--- config.mk ---
export PLATFORM = sky130hd
export DESIGN_NAME = fm_ctrl_top
export DESIGN_NICKNAME = d
export VERILOG_FILES = /design/src/logic/fm_pkg.sv /design/src/logic/fm_ctrl_top.sv /design/src/logic/fm_timers.sv /design/src/logic/fm_slot_regs.sv /design/src/logic/fm_mmr.sv
export VERILOG_INCLUDE_DIRS = /design/src /design/src/logic
export SDC_FILE = /design/constraint.sdc
export NUM_CORES = 1
export LEC_CHECK = 0
export ABC_AREA = 1
export BUFFER_PORTS_ARGS = -buffer_cell sky130_fd_sc_hd__buf_2
export CORE_UTILIZATION = 30
export DETAILED_ROUTE_END_ITERATION = 8
export SETUP_SLACK_MARGIN = 0.4
export SLEW_MARGIN = 20
export SYNTH_ARGS = -nofsm -noshare
export SYNTH_HDL_FRONTEND = slang
export SYNTH_SLANG_ARGS = --single-unit
--- constraint.sdc ---
create_clock -name clk -period 2.55 [get_ports clk]
set_clock_uncertainty 0.1 [all_clocks]
set_input_delay 0.3825 -clock clk [delete_from_list [all_inputs] [get_ports clk]]
set_output_delay 0.3825 -clock clk [all_outputs]
set_load 0.02 [all_outputs]
--- src/logic/fm_config.svh ---
// FM sound generator control block configuration
// Slot scan length and interval timer dimensions

`ifndef FM_CONFIG_SVH
`define FM_CONFIG_SVH

// Slots per sample, four operators times eight channels
`define FM_SLOTS 32

// Timer A counter width, loaded from CLKA1/CLKA2
`define FM_TIMER_A_W 10

// Timer B counter width, loaded from CLKB
`define FM_TIMER_B_W 8

// Sample ticks per timer B tick
`define FM_TIMER_B_PRESCALE 16

`endif
--- src/logic/fm_pkg.sv ---
// FM control block types
// Register groups, slot store fields and update states

package fm_pkg;

	// Address class of the selected register
	typedef enum logic [1:0] {
		GRP_GLOBAL,
		GRP_CHANNEL,
		GRP_OPERATOR,
		GRP_NONE
	} reg_group_e;

	// Parameter carried by a slot store update
	typedef enum logic [2:0] {
		FLD_CONFB,
		FLD_KC,
		FLD_DT1MUL,
		FLD_TL,
		FLD_KSAR
	} field_e;

	typedef enum logic {
		UPD_IDLE,
		UPD_WAIT
	} upd_state_e;

	// Global register addresses
	typedef enum logic [7:0] {
		REG_NOISE = 8'h0F,
		REG_CLKA1 = 8'h10,
		REG_CLKA2 = 8'h11,
		REG_CLKB  = 8'h12,
		REG_TIMER = 8'h14,
		REG_LFRQ  = 8'h18,
		REG_CTW   = 8'h1B
	} reg_addr_e;

endpackage

--- src/logic/fm_ctrl_top.sv ---
// FM control block top level
// Register block beside the slot store and the interval timers

`timescale 1ns/10ps

`include "fm_config.svh"

module fm_ctrl_top import fm_pkg::*; (
	input  logic       clk,
	input  logic       rst,
	input  logic [7:0] d_in,
	input  logic       write,
	input  logic       a0,
	output logic       busy,
	output logic       ne,
	output logic [4:0] nfrq,
	output logic [7:0] lfo_freq,
	output logic       ct1,
	output logic       ct2,
	output logic [4:0] cur_slot,
	output logic [2:0] con,
	output logic [2:0] fb,
	output logic [6:0] kc,
	output logic [2:0] dt1,
	output logic [3:0] mul,
	output logic [6:0] tl,
	output logic [1:0] ks,
	output logic [4:0] ar,
	output logic       flag_a,
	output logic       flag_b,
	output logic       irq
);

	// Slot update path
	logic       upd;
	field_e     upd_field;
	logic [4:0] upd_slot;
	logic [7:0] upd_data;
	logic       upd_busy;
	logic       sample_tick;

	// Timer control
	logic [`FM_TIMER_A_W-1:0] value_a;
	logic [`FM_TIMER_B_W-1:0] value_b;
	logic                     run_a;
	logic                     run_b;
	logic                     irqen_a;
	logic                     irqen_b;
	logic                     clr_a;
	logic                     clr_b;

	fm_mmr u_mmr (
		.clk       (clk),
		.rst       (rst),
		.d_in      (d_in),
		.write     (write),
		.a0        (a0),
		.upd_busy  (upd_busy),
		.busy      (busy),
		.ne        (ne),
		.nfrq      (nfrq),
		.lfo_freq  (lfo_freq),
		.ct1       (ct1),
		.ct2       (ct2),
		.upd       (upd),
		.upd_field (upd_field),
		.upd_slot  (upd_slot),
		.upd_data  (upd_data),
		.value_a   (value_a),
		.value_b   (value_b),
		.run_a     (run_a),
		.run_b     (run_b),
		.irqen_a   (irqen_a),
		.irqen_b   (irqen_b),
		.clr_a     (clr_a),
		.clr_b     (clr_b)
	);

	fm_slot_regs u_slot_regs (
		.clk         (clk),
		.rst         (rst),
		.upd         (upd),
		.upd_field   (upd_field),
		.upd_slot    (upd_slot),
		.upd_data    (upd_data),
		.upd_busy    (upd_busy),
		.cur_slot    (cur_slot),
		.sample_tick (sample_tick),
		.con         (con),
		.fb          (fb),
		.kc          (kc),
		.dt1         (dt1),
		.mul         (mul),
		.tl          (tl),
		.ks          (ks),
		.ar          (ar)
	);

	fm_timers u_timers (
		.clk         (clk),
		.rst         (rst),
		.sample_tick (sample_tick),
		.value_a     (value_a),
		.value_b     (value_b),
		.run_a       (run_a),
		.run_b       (run_b),
		.irqen_a     (irqen_a),
		.irqen_b     (irqen_b),
		.clr_a       (clr_a),
		.clr_b       (clr_b),
		.flag_a      (flag_a),
		.flag_b      (flag_b),
		.irq         (irq)
	);

endmodule

--- src/logic/fm_timers.sv ---
// FM interval timers
// Timer A counts sample ticks, timer B counts prescaled sample ticks
// Overflow reloads the counter and raises the flag when enabled

`timescale 1ns/10ps

`include "fm_config.svh"

module fm_timers (
	input  logic                     clk,
	input  logic                     rst,
	input  logic                     sample_tick,
	input  logic [`FM_TIMER_A_W-1:0] value_a,
	input  logic [`FM_TIMER_B_W-1:0] value_b,
	input  logic                     run_a,
	input  logic                     run_b,
	input  logic                     irqen_a,
	input  logic                     irqen_b,
	input  logic                     clr_a,
	input  logic                     clr_b,
	output logic                     flag_a,
	output logic                     flag_b,
	output logic                     irq
);

	localparam int PW = $clog2(`FM_TIMER_B_PRESCALE);
	localparam logic [PW-1:0] PRESC_LAST = PW'(`FM_TIMER_B_PRESCALE - 1);

	logic [`FM_TIMER_A_W-1:0] cnt_a;
	logic [`FM_TIMER_B_W-1:0] cnt_b;
	logic [PW-1:0]            presc;
	logic                     run_a_d;
	logic                     run_b_d;
	logic                     tick_b;

	assign tick_b = sample_tick && (presc == PRESC_LAST);

	// Free-running prescaler for timer B
	always_ff @(posedge clk) begin
		if (rst)
			presc <= '0;
		else if (sample_tick)
			presc <= (presc == PRESC_LAST) ? '0 : presc + 1'b1;
	end

	always_ff @(posedge clk) begin
		if (rst) begin
			cnt_a   <= '0;
			run_a_d <= 1'b0;
			flag_a  <= 1'b0;
		end else begin
			run_a_d <= run_a;
			if (run_a && !run_a_d) begin
				cnt_a <= value_a;
			end else if (run_a && sample_tick) begin
				if (&cnt_a) begin
					cnt_a <= value_a;
					if (irqen_a)
						flag_a <= 1'b1;
				end else begin
					cnt_a <= cnt_a + 1'b1;
				end
			end
			if (clr_a)
				flag_a <= 1'b0;
		end
	end

	always_ff @(posedge clk) begin
		if (rst) begin
			cnt_b   <= '0;
			run_b_d <= 1'b0;
			flag_b  <= 1'b0;
		end else begin
			run_b_d <= run_b;
			if (run_b && !run_b_d) begin
				cnt_b <= value_b;
			end else if (run_b && tick_b) begin
				if (&cnt_b) begin
					cnt_b <= value_b;
					if (irqen_b)
						flag_b <= 1'b1;
				end else begin
					cnt_b <= cnt_b + 1'b1;
				end
			end
			if (clr_b)
				flag_b <= 1'b0;
		end
	end

	assign irq = flag_a | flag_b;

endmodule

--- src/logic/fm_slot_regs.sv ---
// FM slot parameter store
// Holds per-operator and per-channel parameters, scans the slots
// and applies operator writes when their slot comes round

`timescale 1ns/10ps

`include "fm_config.svh"

module fm_slot_regs import fm_pkg::*; (
	input  logic       clk,
	input  logic       rst,
	input  logic       upd,
	input  field_e     upd_field,
	input  logic [4:0] upd_slot,
	input  logic [7:0] upd_data,
	output logic       upd_busy,
	output logic [4:0] cur_slot,
	output logic       sample_tick,
	output logic [2:0] con,
	output logic [2:0] fb,
	output logic [6:0] kc,
	output logic [2:0] dt1,
	output logic [3:0] mul,
	output logic [6:0] tl,
	output logic [1:0] ks,
	output logic [4:0] ar
);

	localparam int NCH = 8;

	upd_state_e state;
	field_e     pend_field;
	logic [4:0] pend_slot;
	logic [7:0] pend_data;

	// Operator store, indexed by slot
	logic [2:0] dt1_mem [`FM_SLOTS];
	logic [3:0] mul_mem [`FM_SLOTS];
	logic [6:0] tl_mem  [`FM_SLOTS];
	logic [1:0] ks_mem  [`FM_SLOTS];
	logic [4:0] ar_mem  [`FM_SLOTS];

	// Channel store
	logic [2:0] con_mem [NCH];
	logic [2:0] fb_mem  [NCH];
	logic [6:0] kc_mem  [NCH];

	assign upd_busy    = (state == UPD_WAIT);
	assign sample_tick = (cur_slot == 5'(`FM_SLOTS - 1));

	always_ff @(posedge clk) begin
		if (rst)
			cur_slot <= 5'd0;
		else
			cur_slot <= cur_slot + 5'd1;
	end

	// Channel writes land straight away, operator writes are held
	always_ff @(posedge clk) begin
		if (rst) begin
			state      <= UPD_IDLE;
			pend_field <= FLD_CONFB;
			pend_slot  <= 5'd0;
			pend_data  <= 8'd0;
			for (int i = 0; i < NCH; i++) begin
				con_mem[i] <= 3'd0;
				fb_mem[i]  <= 3'd0;
				kc_mem[i]  <= 7'd0;
			end
		end else begin
			case (state)
				UPD_IDLE: begin
					if (upd) begin
						if (upd_field == FLD_CONFB) begin
							con_mem[upd_slot[2:0]] <= upd_data[2:0];
							fb_mem[upd_slot[2:0]]  <= upd_data[5:3];
						end else if (upd_field == FLD_KC) begin
							kc_mem[upd_slot[2:0]] <= upd_data[6:0];
						end else begin
							pend_field <= upd_field;
							pend_slot  <= upd_slot;
							pend_data  <= upd_data;
							state      <= UPD_WAIT;
						end
					end
				end
				UPD_WAIT: begin
					if (cur_slot == pend_slot)
						state <= UPD_IDLE;
				end
				default: state <= UPD_IDLE;
			endcase
		end
	end

	always_ff @(posedge clk) begin
		if (rst) begin
			for (int i = 0; i < `FM_SLOTS; i++) begin
				dt1_mem[i] <= 3'd0;
				mul_mem[i] <= 4'd0;
				tl_mem[i]  <= 7'd0;
				ks_mem[i]  <= 2'd0;
				ar_mem[i]  <= 5'd0;
			end
		end else if (state == UPD_WAIT && cur_slot == pend_slot) begin
			case (pend_field)
				FLD_DT1MUL: begin
					dt1_mem[pend_slot] <= pend_data[6:4];
					mul_mem[pend_slot] <= pend_data[3:0];
				end
				FLD_TL: tl_mem[pend_slot] <= pend_data[6:0];
				FLD_KSAR: begin
					ks_mem[pend_slot] <= pend_data[7:6];
					ar_mem[pend_slot] <= pend_data[4:0];
				end
				default: ;
			endcase
		end
	end

	// Parameters for the slot being scanned
	assign dt1 = dt1_mem[cur_slot];
	assign mul = mul_mem[cur_slot];
	assign tl  = tl_mem[cur_slot];
	assign ks  = ks_mem[cur_slot];
	assign ar  = ar_mem[cur_slot];
	assign con = con_mem[cur_slot[2:0]];
	assign fb  = fb_mem[cur_slot[2:0]];
	assign kc  = kc_mem[cur_slot[2:0]];

endmodule

--- src/logic/fm_mmr.sv ---
// FM register block
// Decodes host bus writes, holds the global and timer registers
// and issues parameter updates to the slot store

`timescale 1ns/10ps

`include "fm_config.svh"

module fm_mmr import fm_pkg::*; (
	input  logic                     clk,
	input  logic                     rst,
	input  logic [7:0]               d_in,
	input  logic                     write,
	input  logic                     a0,
	input  logic                     upd_busy,
	output logic                     busy,
	output logic                     ne,
	output logic [4:0]               nfrq,
	output logic [7:0]               lfo_freq,
	output logic                     ct1,
	output logic                     ct2,
	output logic                     upd,
	output field_e                   upd_field,
	output logic [4:0]               upd_slot,
	output logic [7:0]               upd_data,
	output logic [`FM_TIMER_A_W-1:0] value_a,
	output logic [`FM_TIMER_B_W-1:0] value_b,
	output logic                     run_a,
	output logic                     run_b,
	output logic                     irqen_a,
	output logic                     irqen_b,
	output logic                     clr_a,
	output logic                     clr_b
);

	logic [7:0] sel_addr;
	logic       busy_own;
	logic       accept;
	reg_group_e sel_group;
	field_e     sel_field;
	logic       sel_valid;

	assign accept = write && !busy;

	// Slot store keeps the host waiting while an operator write is pending
	assign busy = busy_own | upd_busy;

	always_comb begin
		if (sel_addr < 8'h20)
			sel_group = GRP_GLOBAL;
		else if (sel_addr < 8'h40)
			sel_group = GRP_CHANNEL;
		else if (sel_addr < 8'hA0)
			sel_group = GRP_OPERATOR;
		else
			sel_group = GRP_NONE;
	end

	// Field behind a channel or operator address
	always_comb begin
		sel_field = FLD_CONFB;
		sel_valid = 1'b0;
		case (sel_group)
			GRP_CHANNEL: begin
				case (sel_addr[4:3])
					2'd0: begin
						sel_field = FLD_CONFB;
						sel_valid = 1'b1;
					end
					2'd1: begin
						sel_field = FLD_KC;
						sel_valid = 1'b1;
					end
					default: sel_valid = 1'b0;
				endcase
			end
			GRP_OPERATOR: begin
				case (sel_addr[7:5])
					3'd2: sel_field = FLD_DT1MUL;
					3'd3: sel_field = FLD_TL;
					default: sel_field = FLD_KSAR;
				endcase
				sel_valid = 1'b1;
			end
			default: sel_valid = 1'b0;
		endcase
	end

	always_ff @(posedge clk) begin
		if (rst) begin
			sel_addr  <= 8'd0;
			busy_own  <= 1'b0;
			upd       <= 1'b0;
			upd_field <= FLD_CONFB;
			upd_slot  <= 5'd0;
			upd_data  <= 8'd0;
			ne        <= 1'b0;
			nfrq      <= 5'd0;
			lfo_freq  <= 8'd0;
			{ct2, ct1} <= 2'd0;
			value_a   <= '0;
			value_b   <= '0;
			{irqen_b, irqen_a, run_b, run_a} <= 4'd0;
			{clr_b, clr_a} <= 2'd0;
		end else begin
			busy_own <= accept;
			// One-shot strobes
			upd   <= 1'b0;
			clr_a <= 1'b0;
			clr_b <= 1'b0;
			if (accept) begin
				if (!a0) begin
					sel_addr <= d_in;
				end else begin
					case (sel_group)
						GRP_GLOBAL: begin
							case (sel_addr)
								REG_NOISE: {ne, nfrq} <= {d_in[7], d_in[4:0]};
								REG_CLKA1: value_a[9:2] <= d_in;
								REG_CLKA2: value_a[1:0] <= d_in[1:0];
								REG_CLKB:  value_b <= d_in;
								REG_TIMER: begin
									{irqen_b, irqen_a, run_b, run_a} <= d_in[3:0];
									{clr_b, clr_a} <= d_in[5:4];
								end
								REG_LFRQ:  lfo_freq <= d_in;
								REG_CTW:   {ct2, ct1} <= d_in[7:6];
								default: ;
							endcase
						end
						GRP_CHANNEL, GRP_OPERATOR: begin
							// Unmapped channel addresses fall through silently
							if (sel_valid) begin
								upd       <= 1'b1;
								upd_field <= sel_field;
								upd_slot  <= sel_addr[4:0];
								upd_data  <= d_in;
							end
						end
						default: ;
					endcase
				end
			end
		end
	end

endmodule

Yosys cells after proc, flatten, opt, wreduce, memory -nomap -nowiden
Memories as Yosys holds them, arrays and structs flattened. A register that Yosys moved wholly into a read port is not among the register bits.
Cells that the tools add are included.
{ "classes": {"eq_ne": 19, "reduce_logical": 43, "addsub": 4, "order_cmp": 3, "mux": 78, "bitwise": 12} }
{ "ops": {"columns": ["operator", "n"], "rows": [
  ["5-bit 2-to-1 mux", 11],
  ["8-bit by 5-bit equality test with 1-bit output, second input constant", 6],
  ["1-bit 2-to-1 mux", 41],
  ["4-bit AND reduction", 9],
  ["10-bit 2-to-1 mux", 3],
  ["3-bit 2-to-1 mux", 9],
  ["8-bit 2-to-1 mux", 3],
  ["7-bit 2-to-1 mux", 2],
  ["7-bit OR reduction", 2],
  ["13-bit AND reduction", 1],
  ["3-bit by 2-bit equality test with 1-bit output, second input constant", 4],
  ["3-bit one-hot mux with 2 select lines", 2],
  ["11-bit AND reduction", 1],
  ["10-bit by 1-bit adder with 10-bit output, second input constant", 1],
  ["1-bit inverter", 10],
  ["10-bit AND reduction", 1],
  ["2-bit OR reduction", 5],
  ["5-bit OR reduction", 2],
  ["3-bit OR reduction", 3],
  ["8-bit by 1-bit adder with 8-bit output, second input constant", 1],
  ["8-bit by 4-bit equality test with 1-bit output, second input constant", 1],
  ["8-bit by 6-bit < comparator with 1-bit output, second input constant", 1],
  ["8-bit by 7-bit < comparator with 1-bit output, second input constant", 1],
  ["8-bit < comparator, second input constant", 1],
  ["other kinds (21)", 38]
]} }
{ "word_totals": {"word_cells": 199, "mem_bits_rw": 776, "input_bits": 12, "reg_bits": 114, "n_memories": 8} }
{ "memory_table": {"columns": ["name", "words", "word_bits", "rd", "rd_clocked_by_memory_dff", "wr", "line", "text"], "rows": [
  ["u_slot_regs.tl_mem", 32, 7, 1, 1, 32, "fm_slot_regs.sv:39", "logic [6:0] tl_mem [`FM_SLOTS];"],
  ["u_slot_regs.ar_mem", 32, 5, 1, 1, 32, "fm_slot_regs.sv:41", "logic [4:0] ar_mem [`FM_SLOTS];"],
  ["u_slot_regs.mul_mem", 32, 4, 1, 1, 32, "fm_slot_regs.sv:38", "logic [3:0] mul_mem [`FM_SLOTS];"],
  ["u_slot_regs.dt1_mem", 32, 3, 1, 1, 32, "fm_slot_regs.sv:37", "logic [2:0] dt1_mem [`FM_SLOTS];"],
  ["u_slot_regs.ks_mem", 32, 2, 1, 1, 32, "fm_slot_regs.sv:40", "logic [1:0] ks_mem [`FM_SLOTS];"],
  ["u_slot_regs.kc_mem", 8, 7, 1, 1, 8, "fm_slot_regs.sv:46", "logic [6:0] kc_mem [NCH];"],
  ["+2 memories", null, null, null, null, null, null, null]
]} }

Longest topological paths before layout
Gate-level depths: netlist (run 1).
{ "depth": {"ltp_word": 9, "ltp_mapped": 15} }

Hierarchy
Synthesis (run 1) repeated with hierarchy kept, for this count alone.
{ "hier_totals": {"hier_cells": 4846, "area_unflattened_um2": 42995.0} }
{ "by_module_without_submodules": {"columns": ["mod", "seq_area_each_um2", "area_each_um2", "n_inst", "cells_each"], "rows": [
  ["fm_slot_regs", 23742.8, 38449.4, 1, 4188],
  ["fm_mmr", 1321.3, 2964.1, 1, 427],
  ["fm_timers", 520.5, 1581.5, 1, 231]
]} }

Worst setup path after synthesis (run 1)
OpenSTA, ideal clock, no wires.
{ "synth_path": {"path_type": "reg-to-output", "start": "register, netlist name u_slot_regs.cur_slot[0]", "end": "output port fb[0]", "stages_incl_launch_ff": 9, "slack_ns": 0.199, "required_time_ns": 2.068, "t_arrival_ns": 1.868, "cell_sequence": "dfxtp_1 buf_2 buf_2 buf_2 buf_1 o21ai_0 o22ai_1 nand2_1 nand2_1"} }
{ "synth_lines": {"columns": ["item", "line", "text"], "rows": [
  ["end: declaration", "fm_ctrl_top.sv:22", "output logic [2:0] fb,"]
]} }

==> results.json, run 1 <==
{
  "via_per_inst": 5.037,
  "powerDensity_nw_per_um2": 667.9,
  "layout_common_cells": "nor2_1 (1433), edfxtp_1 (776), nand2_1 (572), o21ai_0 (335), nand3_1 (248)",
  "cp_cell_sequence": "buf_12 -> buf_16 -> nor2_1 -> nor2_1 -> o21ai_0 -> o211ai_1 -> nand3_1 -> nand2_1 -> nand2_1 -> inv_1 -> buf_2",
  "dp_slack_ps": 8.433,
  "met1_length_mm": 51.62,
  "swShare_pct": 24.36,
  "pin_count": 71,
  "start_kind": "flop",
  "die_h_um": 370.3,
  "layout_commonest_cell": "nor2_1",
  "peakVddDrop_uv": 474.0,
  "cp-end-kind": "primary output",
  "seqPwrFrac_pct": 50.2,
  "fin_cells": 6386,
  "postPlaceCellArea_um2": 44560,
  "cpPeakStageDelay_ps": 460,
  "highest_layer": "met4",
  "power_frac_clock_pct": 40.6,
  "period_share_pct": 119.8,
  "nets": 4566,
  "fmax_mhz": 327.2,
  "critPathRequiredTime_ps": 2070,
  "cp_max_fo": 57,
  "dr_total_vias": 32166,
  "drt-pass1-iter-count": 6,
  "yosys_register_bits": 890,
  "drt_iter0_drc": 3874,
  "final_util_pct": 36.51,
  "violations": "setup timing",
  "ctsRootBufferMaster": "clkbuf_16",
  "gp_congestion": 0.8430,
  "p_sw_mw": 7.956,
  "finalSetupViolations": 35,
  "synth_cells": 4399,
  "cp_slowest_cell": "dfxtp_4",
  "clock-sinks": 890,
  "grt_pass1_vias": 30528,
  "start_util_pct": 30.38,
  "worst_pin_slew_ps": 836.6,
  "grt_pass1_wl_mm": 182.2,
  "setup_tns_ps": -13570,
  "antenna_found_initial": 0,
  "hold_class": "input pin to flop",
  "drive_gt1_share_pct": 15.24,
  "critical_path_class": "flop to primary output",
  "p_int_mw": 24.71,
  "yosysWarningCount": 0,
  "ys_types": 31,
  "syn_area_um2": 40700,
  "max-slew-margin-rel_pct": 44.22,
  "areaGrowthSynthToFinish_pct": 20.17,
  "grt_overflow_total": 0,
  "final_cell_area_um2": 48910,
  "cts_buffer_depth": 3,
  "cts_buffers": 92,
  "post-dp-hpwl_mm": 75.45,
  "finalPower_mw": 32.66,
  "grt_start_max_net_pins": 97,
  "p_leak_nw": 17.43,
  "clock_latency_ps": 670,
  "antennaDiodeCount": 0,
  "synth_nets": 4419,
  "die_w_um": 370.3,
  "drc_errors": 0,
  "dieArea_um2": 137100,
  "grtUsageTotal_pct": 17.26,
  "wl_per_cell_um": 19.11,
  "rows": 134,
  "seq_area_frac_synth_pct": 62.86,
  "maxCapViolCount": 0,
  "dp_cells": 6153,
  "finalMaxSlewViolations": 0,
  "core_area_um2": 134000,
  "fillCellCount": 13376,
  "ant_nets": 0,
  "path_clk_slew_ps": 60,
  "syn_area_per_cell_um2": 9.252,
  "cts_tree": "built",
  "p_comb_share_pct": 9.2,
  "worstPathArrival_ps": 2570,
  "outcome": "complete, but fails checks",
  "drt-total-wl_mm": 122.0,
  "fin_crit_ps": 3056,
  "rsz0062_at_grt": "yes",
  "finalHoldViolCount": 0,
  "port_buffers": 70,
  "htree_levels": 3,
  "setup_slack_ps": -506.2,
  "wl_met3_mm": 10.23,
  "hold_slack_ps": 60.33,
  "met2_length_mm": 56.79
}
logic make-up after synthesis:
family | synth area share [%]
XOR/XNOR | 0.08610
AND/OR/NAND/NOR | 25.89
adder cells (fa/ha/maj) | 0.2460
AO/OA/AOI/OAI | 6.668
buffers and inverters | 4.246
flip-flops | 62.86
cell usage after synthesis:
cell type	number	area (µm²)
nand3b_1	1	7.510
o22ai_1	26	162.7
nand2_1	705	2646
xor2_1	3	26.28
buf_1	26	97.59
dfxtp_1	114	2282
clkinv_1	14	52.55
a21oi_1	108	540.5
o211ai_1	22	165.2
o21bai_1	1	7.510
inv_1	119	446.7
nand4_1	63	394.1
buf_6	5	56.30
nor3_1	19	95.09
a31oi_1	3	18.77
nor2_1	1449	5439
edfxtp_1	776	23300
a211oi_1	2	15.01
nand3_2	2	20.02
xnor2_1	1	8.760
clkbuf_1	226	848.3
ha_1	8	100.1
nor2_2	1	6.260
nand3_4	30	525.5
nand3_1	258	1291
buf_2	40	200.2
nand4_2	8	100.1
or2_2	2	12.51
inv_2	7	26.28
o21ai_0	359	1797
a22oi_1	1	7.510
layer usage:
layer,up-vias,track usage [%]
met2,1276,27.85
met5,-,0
met3,204,3.188
met4,0,4.816
li1,15063,-
met1,15623,23.56
critical path: cells and delay by family (launching register included):
kind / cells / cell delay [ps]
DFF: 1 / 460
buffers and inverters: 4 / 680
AOI/OAI and AO/OA: 2 / 300
and+or+nand+nor: 5 / 410
power by group through the flow:
stage               clock (mW)  combinational, mW  sequential (mW)
finish                    13.2               3.01             16.4
global route              14.0               3.28             16.4
CTS                       13.4               2.89             16.4
detailed placement           0               2.72             16.7
global placement             0               2.70             16.7
floorplan                    0               1.74             16.7
layout make-up:
type                       instances  area (µm²)  share of cell area (%)
sequential                       890       25590                   52.33
multi-input combinational       3072       14090                   28.81
timing repair buffer             349        3521                   7.199
clock buffer                     129        2589                   5.293
tap                             1768        2212                   4.523
inverter                         140       565.5                   1.156
clock inverter                    37       329.1                  0.6728
timing repair inverter             1       5.005                 0.01023
registers in the layout, summed over array words and instances (netlist names), 4 cells and up:
name and cells:
u_mmr.value_a 10, u_mmr.value_b 8, u_slot_regs.ks_mem 64, u_slot_regs.kc_mem 56
u_mmr.upd_slot 5, u_timers.cnt_a 10, u_slot_regs.tl_mem 224, u_mmr.upd_data 8
u_slot_regs.ar_mem 160, u_slot_regs.cur_slot 5, u_slot_regs.dt1_mem 96, u_slot_regs.con_mem 24
u_timers.presc 4, u_mmr.sel_addr 8, u_mmr.lfo_freq 8, u_mmr.nfrq 5
u_timers.cnt_b 8, u_slot_regs.fb_mem 24, u_slot_regs.pend_slot 5, u_slot_regs.pend_data 8
u_slot_regs.mul_mem 128
repair_timing:
| item | 4_1_cts | 5_1_grt |
|---|---|---|
| gates resized for setup | 96 | 86 |
| endpoints found under the setup margin | 1152 | 1517 |
| pin swaps | 22 | 25 |
| hold buffers | 10 | 0 |
| cloned | 8 | 5 |
| setup buffers | 39 | 5 |
| hold endpoints to repair | 16 | 0 |
worst paths after layout:
kind	start	depth (start not counted)	slack [ps]	endpoint
max	u_slot_regs.cur_slot[0]$_SDFF_PP0_	11	-510	tl[1]
max reg2reg	u_slot_regs.cur_slot[0]$_SDFF_PP0_	13	-30	u_timers.cnt_a[9]$_SDFFE_PP0P_
min	a0	4	60	u_mmr.sel_addr[2]$_SDFFE_PP0P_
min reg2reg	u_mmr.clr_b$_SDFF_PP0_	1	290	u_timers.flag_b$_SDFFE_PP0P_
Power figures use the tool's default switching activity.
==> inputs of run 2 (changes only) <==
--- a/config.mk
+++ b/config.mk
@@ -6,7 +6,7 @@
 export SDC_FILE = /design/constraint.sdc
 export NUM_CORES = 1
 export LEC_CHECK = 0
-export ABC_AREA = 1
+export ABC_AREA = 0
 export BUFFER_PORTS_ARGS = -buffer_cell sky130_fd_sc_hd__buf_2
 export CORE_UTILIZATION = 30
 export DETAILED_ROUTE_END_ITERATION = 8
==> results.json, run 2 <==
{
  "outcome": "complete, but fails checks",
  "violations": "setup timing",
  "drt-total-wl_mm": 116.3,
  "cts_tree": "built",
  "cp-end-kind": "primary output",
  "regMostFlops": "u_slot_regs.tl_mem",
  "areaGrowthSynthToFinish_pct": 28.27,
  "finalHoldViolCount": 0,
  "peakVddDrop_uv": 568.3,
  "hold_class": "input pin to flop",
  "yosys.area.top_type": "edfxtp_1",
  "drive_gt1_share_pct": 30.18,
  "cp_max_fo": 8,
  "synth_area_leaders": "edfxtp_1 (59%), mux4_2 (8.8%), nor2_1 (6.5%)",
  "finalSetupViolations": 1402,
  "yosys_register_bits": 890,
  "dieArea_um2": 133500,
  "cpLargestDelayFamily": "compound AO/OA/AOI/OAI gates",
  "dr_total_vias": 25687,
  "path_clk_slew_ps": 60,
  "synthXorXnorAreaFrac_pct": 0.1769,
  "synth_cells": 2970,
  "die_w_um": 365.4,
  "cts_buffers": 92,
  "async_flop_share_pct": 0,
  "cpPeakStageDelay_ps": 520,
  "htree_levels": 3,
  "critical_path.startpoint": "u_slot_regs.cur_slot[0]$_SDFF_PP0_",
  "grt_start_max_net_pins": 101,
  "synth_edf_count": 776,
  "start_kind": "flop",
  "grtUsageTotal_pct": 16.28,
  "largest_reg_flops": 224,
  "r2r_slack_ps": -510,
  "netlist.area_leader.share_pct": 58.83,
  "core_area_um2": 130300,
  "clock-sinks": 890,
  "hp-start": "a0",
  "powerDensity_nw_per_um2": 639.3,
  "grt_pass1_vias": 25223,
  "crit_top_cell": "buf_6",
  "ctsRootBufferMaster": "clkbuf_16",
  "ys_types": 72,
  "antennaDiodeCount": 0,
  "drt_iter0_drc": 2440,
  "reg.largest.list": "u_slot_regs.tl_mem (224), u_slot_regs.ar_mem (160), u_slot_regs.mul_mem (128)",
  "fmax_mhz": 302.3,
  "start_util_pct": 30.40,
  "finalPower_mw": 32.48,
  "drt-pass1-iter-count": 5,
  "grt_pass1_wl_mm": 162.5,
  "period_share_pct": 129.7,
  "rsz0062_at_grt": "yes",
  "cp_cell_sequence": "buf_12 -> buf_16 -> mux4_2 -> a22o_1 -> a2111oi_4 -> a21oi_2 -> buf_6 -> buf_6",
  "rows": 132,
  "critPathRequiredTime_ps": 2070,
  "synthAdderAreaFrac_pct": 0.2527,
  "syn_area_per_cell_um2": 13.34,
  "cp-endpoint": "tl[0]",
  "grt_overflow_total": 0,
  "port_buffers": 70,
  "clock_latency_ps": 690,
  "die_h_um": 365.4,
  "ant_nets": 0,
  "synth_top_family_by_area": "simple AND/OR/NAND/NOR gates",
  "synth_top_flop_cell": "edfxtp_1",
  "layout_common_cells": "edfxtp_1 (776), nor2_1 (625), buf_4 (164), mux4_2 (154), mux2i_1 (128)",
  "fin_crit_ps": 3308,
  "cts_buffer_depth": 3,
  "cp.depth": 8,
  "netlist_top_cells_count": "edfxtp_1 (776), nor2_1 (687), clkbuf_1 (221)",
  "gp_congestion": 0.8078,
  "finalMaxSlewViolations": 0,
  "yosysMostFrequentCell": "edfxtp_1",
  "fillCellCount": 12001,
  "post-dp-hpwl_mm": 70.01,
  "wl_per_cell_um": 23.24,
  "worstPathArrival_ps": 2830,
  "reg2reg_to": "u_slot_regs.ar_mem[6][2]$_SDFFCE_PN0P_",
  "synth-compound-area-share_pct": 6.135,
  "yosysWarningCount": 0,
  "max-slew-margin-rel_pct": 38.24,
  "drc_errors": 0,
  "seq_area_frac_synth_pct": 64.59,
  "worst_pin_slew_ps": 926.4,
  "synth_nets": 2990,
  "syn_area_um2": 39610,
  "synth.area.mux_share_pct": 12.59,
  "antenna_found_initial": 1,
  "yosys.area_share.simple_pct": 13.12,
  "via_per_inst": 5.131,
  "pin_count": 71,
  "critical_path_class": "flop to primary output",
  "maxCapViolCount": 0,
  "cp_slowest_cell": "mux4_2",
  "r2r-start": "u_slot_regs.cur_slot[0]$_SDFF_PP0_",
  "layout_commonest_cell": "edfxtp_1",
  "hold_slack_ps": 48.76,
  "nets": 3211,
  "crit_buf_inv": 4,
  "setup_slack_ps": -758.0,
  "p_leak_nw": 17.13,
  "r2r.worst_path.cells": 17
}
run 2: repair_timing:
item | 4_1_cts | 5_1_grt
endpoints found under the hold margin | 24 | 0
buffers inserted | 31 | 35
pin swaps | 48 | 46
resized for setup | 114 | 219
cloned | 7 | 27
hold buffers | 9 | 0
endpoints found under the setup margin | 1426 | 1544
run 2: kinds of logic after synthesis:
group / after synthesis
simple gates: 1142
flops: 890
compound gates: 333
mux: 304
buf+inv: 285
xor+xnor: 8
fa+ha+maj: 8
run 2: worst reg2reg max path: cells and delay by family (launching register included):
kind	cells	cell delay, ps
simple gates	3	450
xor+xnor	1	150
buf+inv	13	1840
flops	1	370
run 2: power breakdown:
| part | switching (mW) | internal [mW] |
|---|---|---|
| logic | 1.39 | 1.40 |
| clock network | 5.88 | 7.45 |
| registers | 0.165 | 16.2 |
run 2: worst min path at each step:
stage / end / depth (start not counted) / slack (ps)
after floorplan: u_timers.flag_a$_SDFFE_PP0P_ / 1 / 270
after global placement: u_timers.flag_b$_SDFFE_PP0P_ / 1 / 280
after detailed placement: u_timers.flag_a$_SDFFE_PP0P_ / 1 / 280
after CTS: u_mmr.sel_addr[0]$_SDFFE_PP0P_ / 4 / 4
after global routing: u_mmr.sel_addr[4]$_SDFFE_PP0P_ / 4 / 70
final: u_mmr.sel_addr[0]$_SDFFE_PP0P_ / 4 / 50
run 2: metal layers:
layer	track usage [%]	routed length, µm	vias up
met2	27.78	57050	1065
li1	-	-	11399
met4	4.447	2819	2
met5	0	13	-
met1	21.10	47300	13061
met3	3.005	9140	160
run 2: cell type report:
type                            count  area, µm²  area share, %
Sequential cell                   890      25600          50.39
Timing Repair Buffer              398       4861          9.568
Inverter                           14      52.55         0.1034
Clock buffer                      121       2535          4.989
Clock inverter                     46      422.9         0.8324
Multi-Input combinational cell   1795      15160          29.83
Tap cell                         1742       2180          4.290
run 2: metrics by stage:
stage / cell area, µm² / setup TNS (ps) / worst slack, ps / utilization, % / instances
4_1_cts: 48960 / -146560 / -804.6 / 37.57 / 4944
3_3_place_gp: 44940 / -6173 / -114.4 / 34.49 / 4730
3_5_place_dp: 44940 / -4642 / -142.9 / 34.49 / 4730
5_1_grt: 50810 / -531050 / -835.5 / 38.99 / 5006
2_1_floorplan: 41230 / 0 / 260.7 / - / 2970
6_report: 50810 / -425300 / -758.0 / 38.99 / 5006
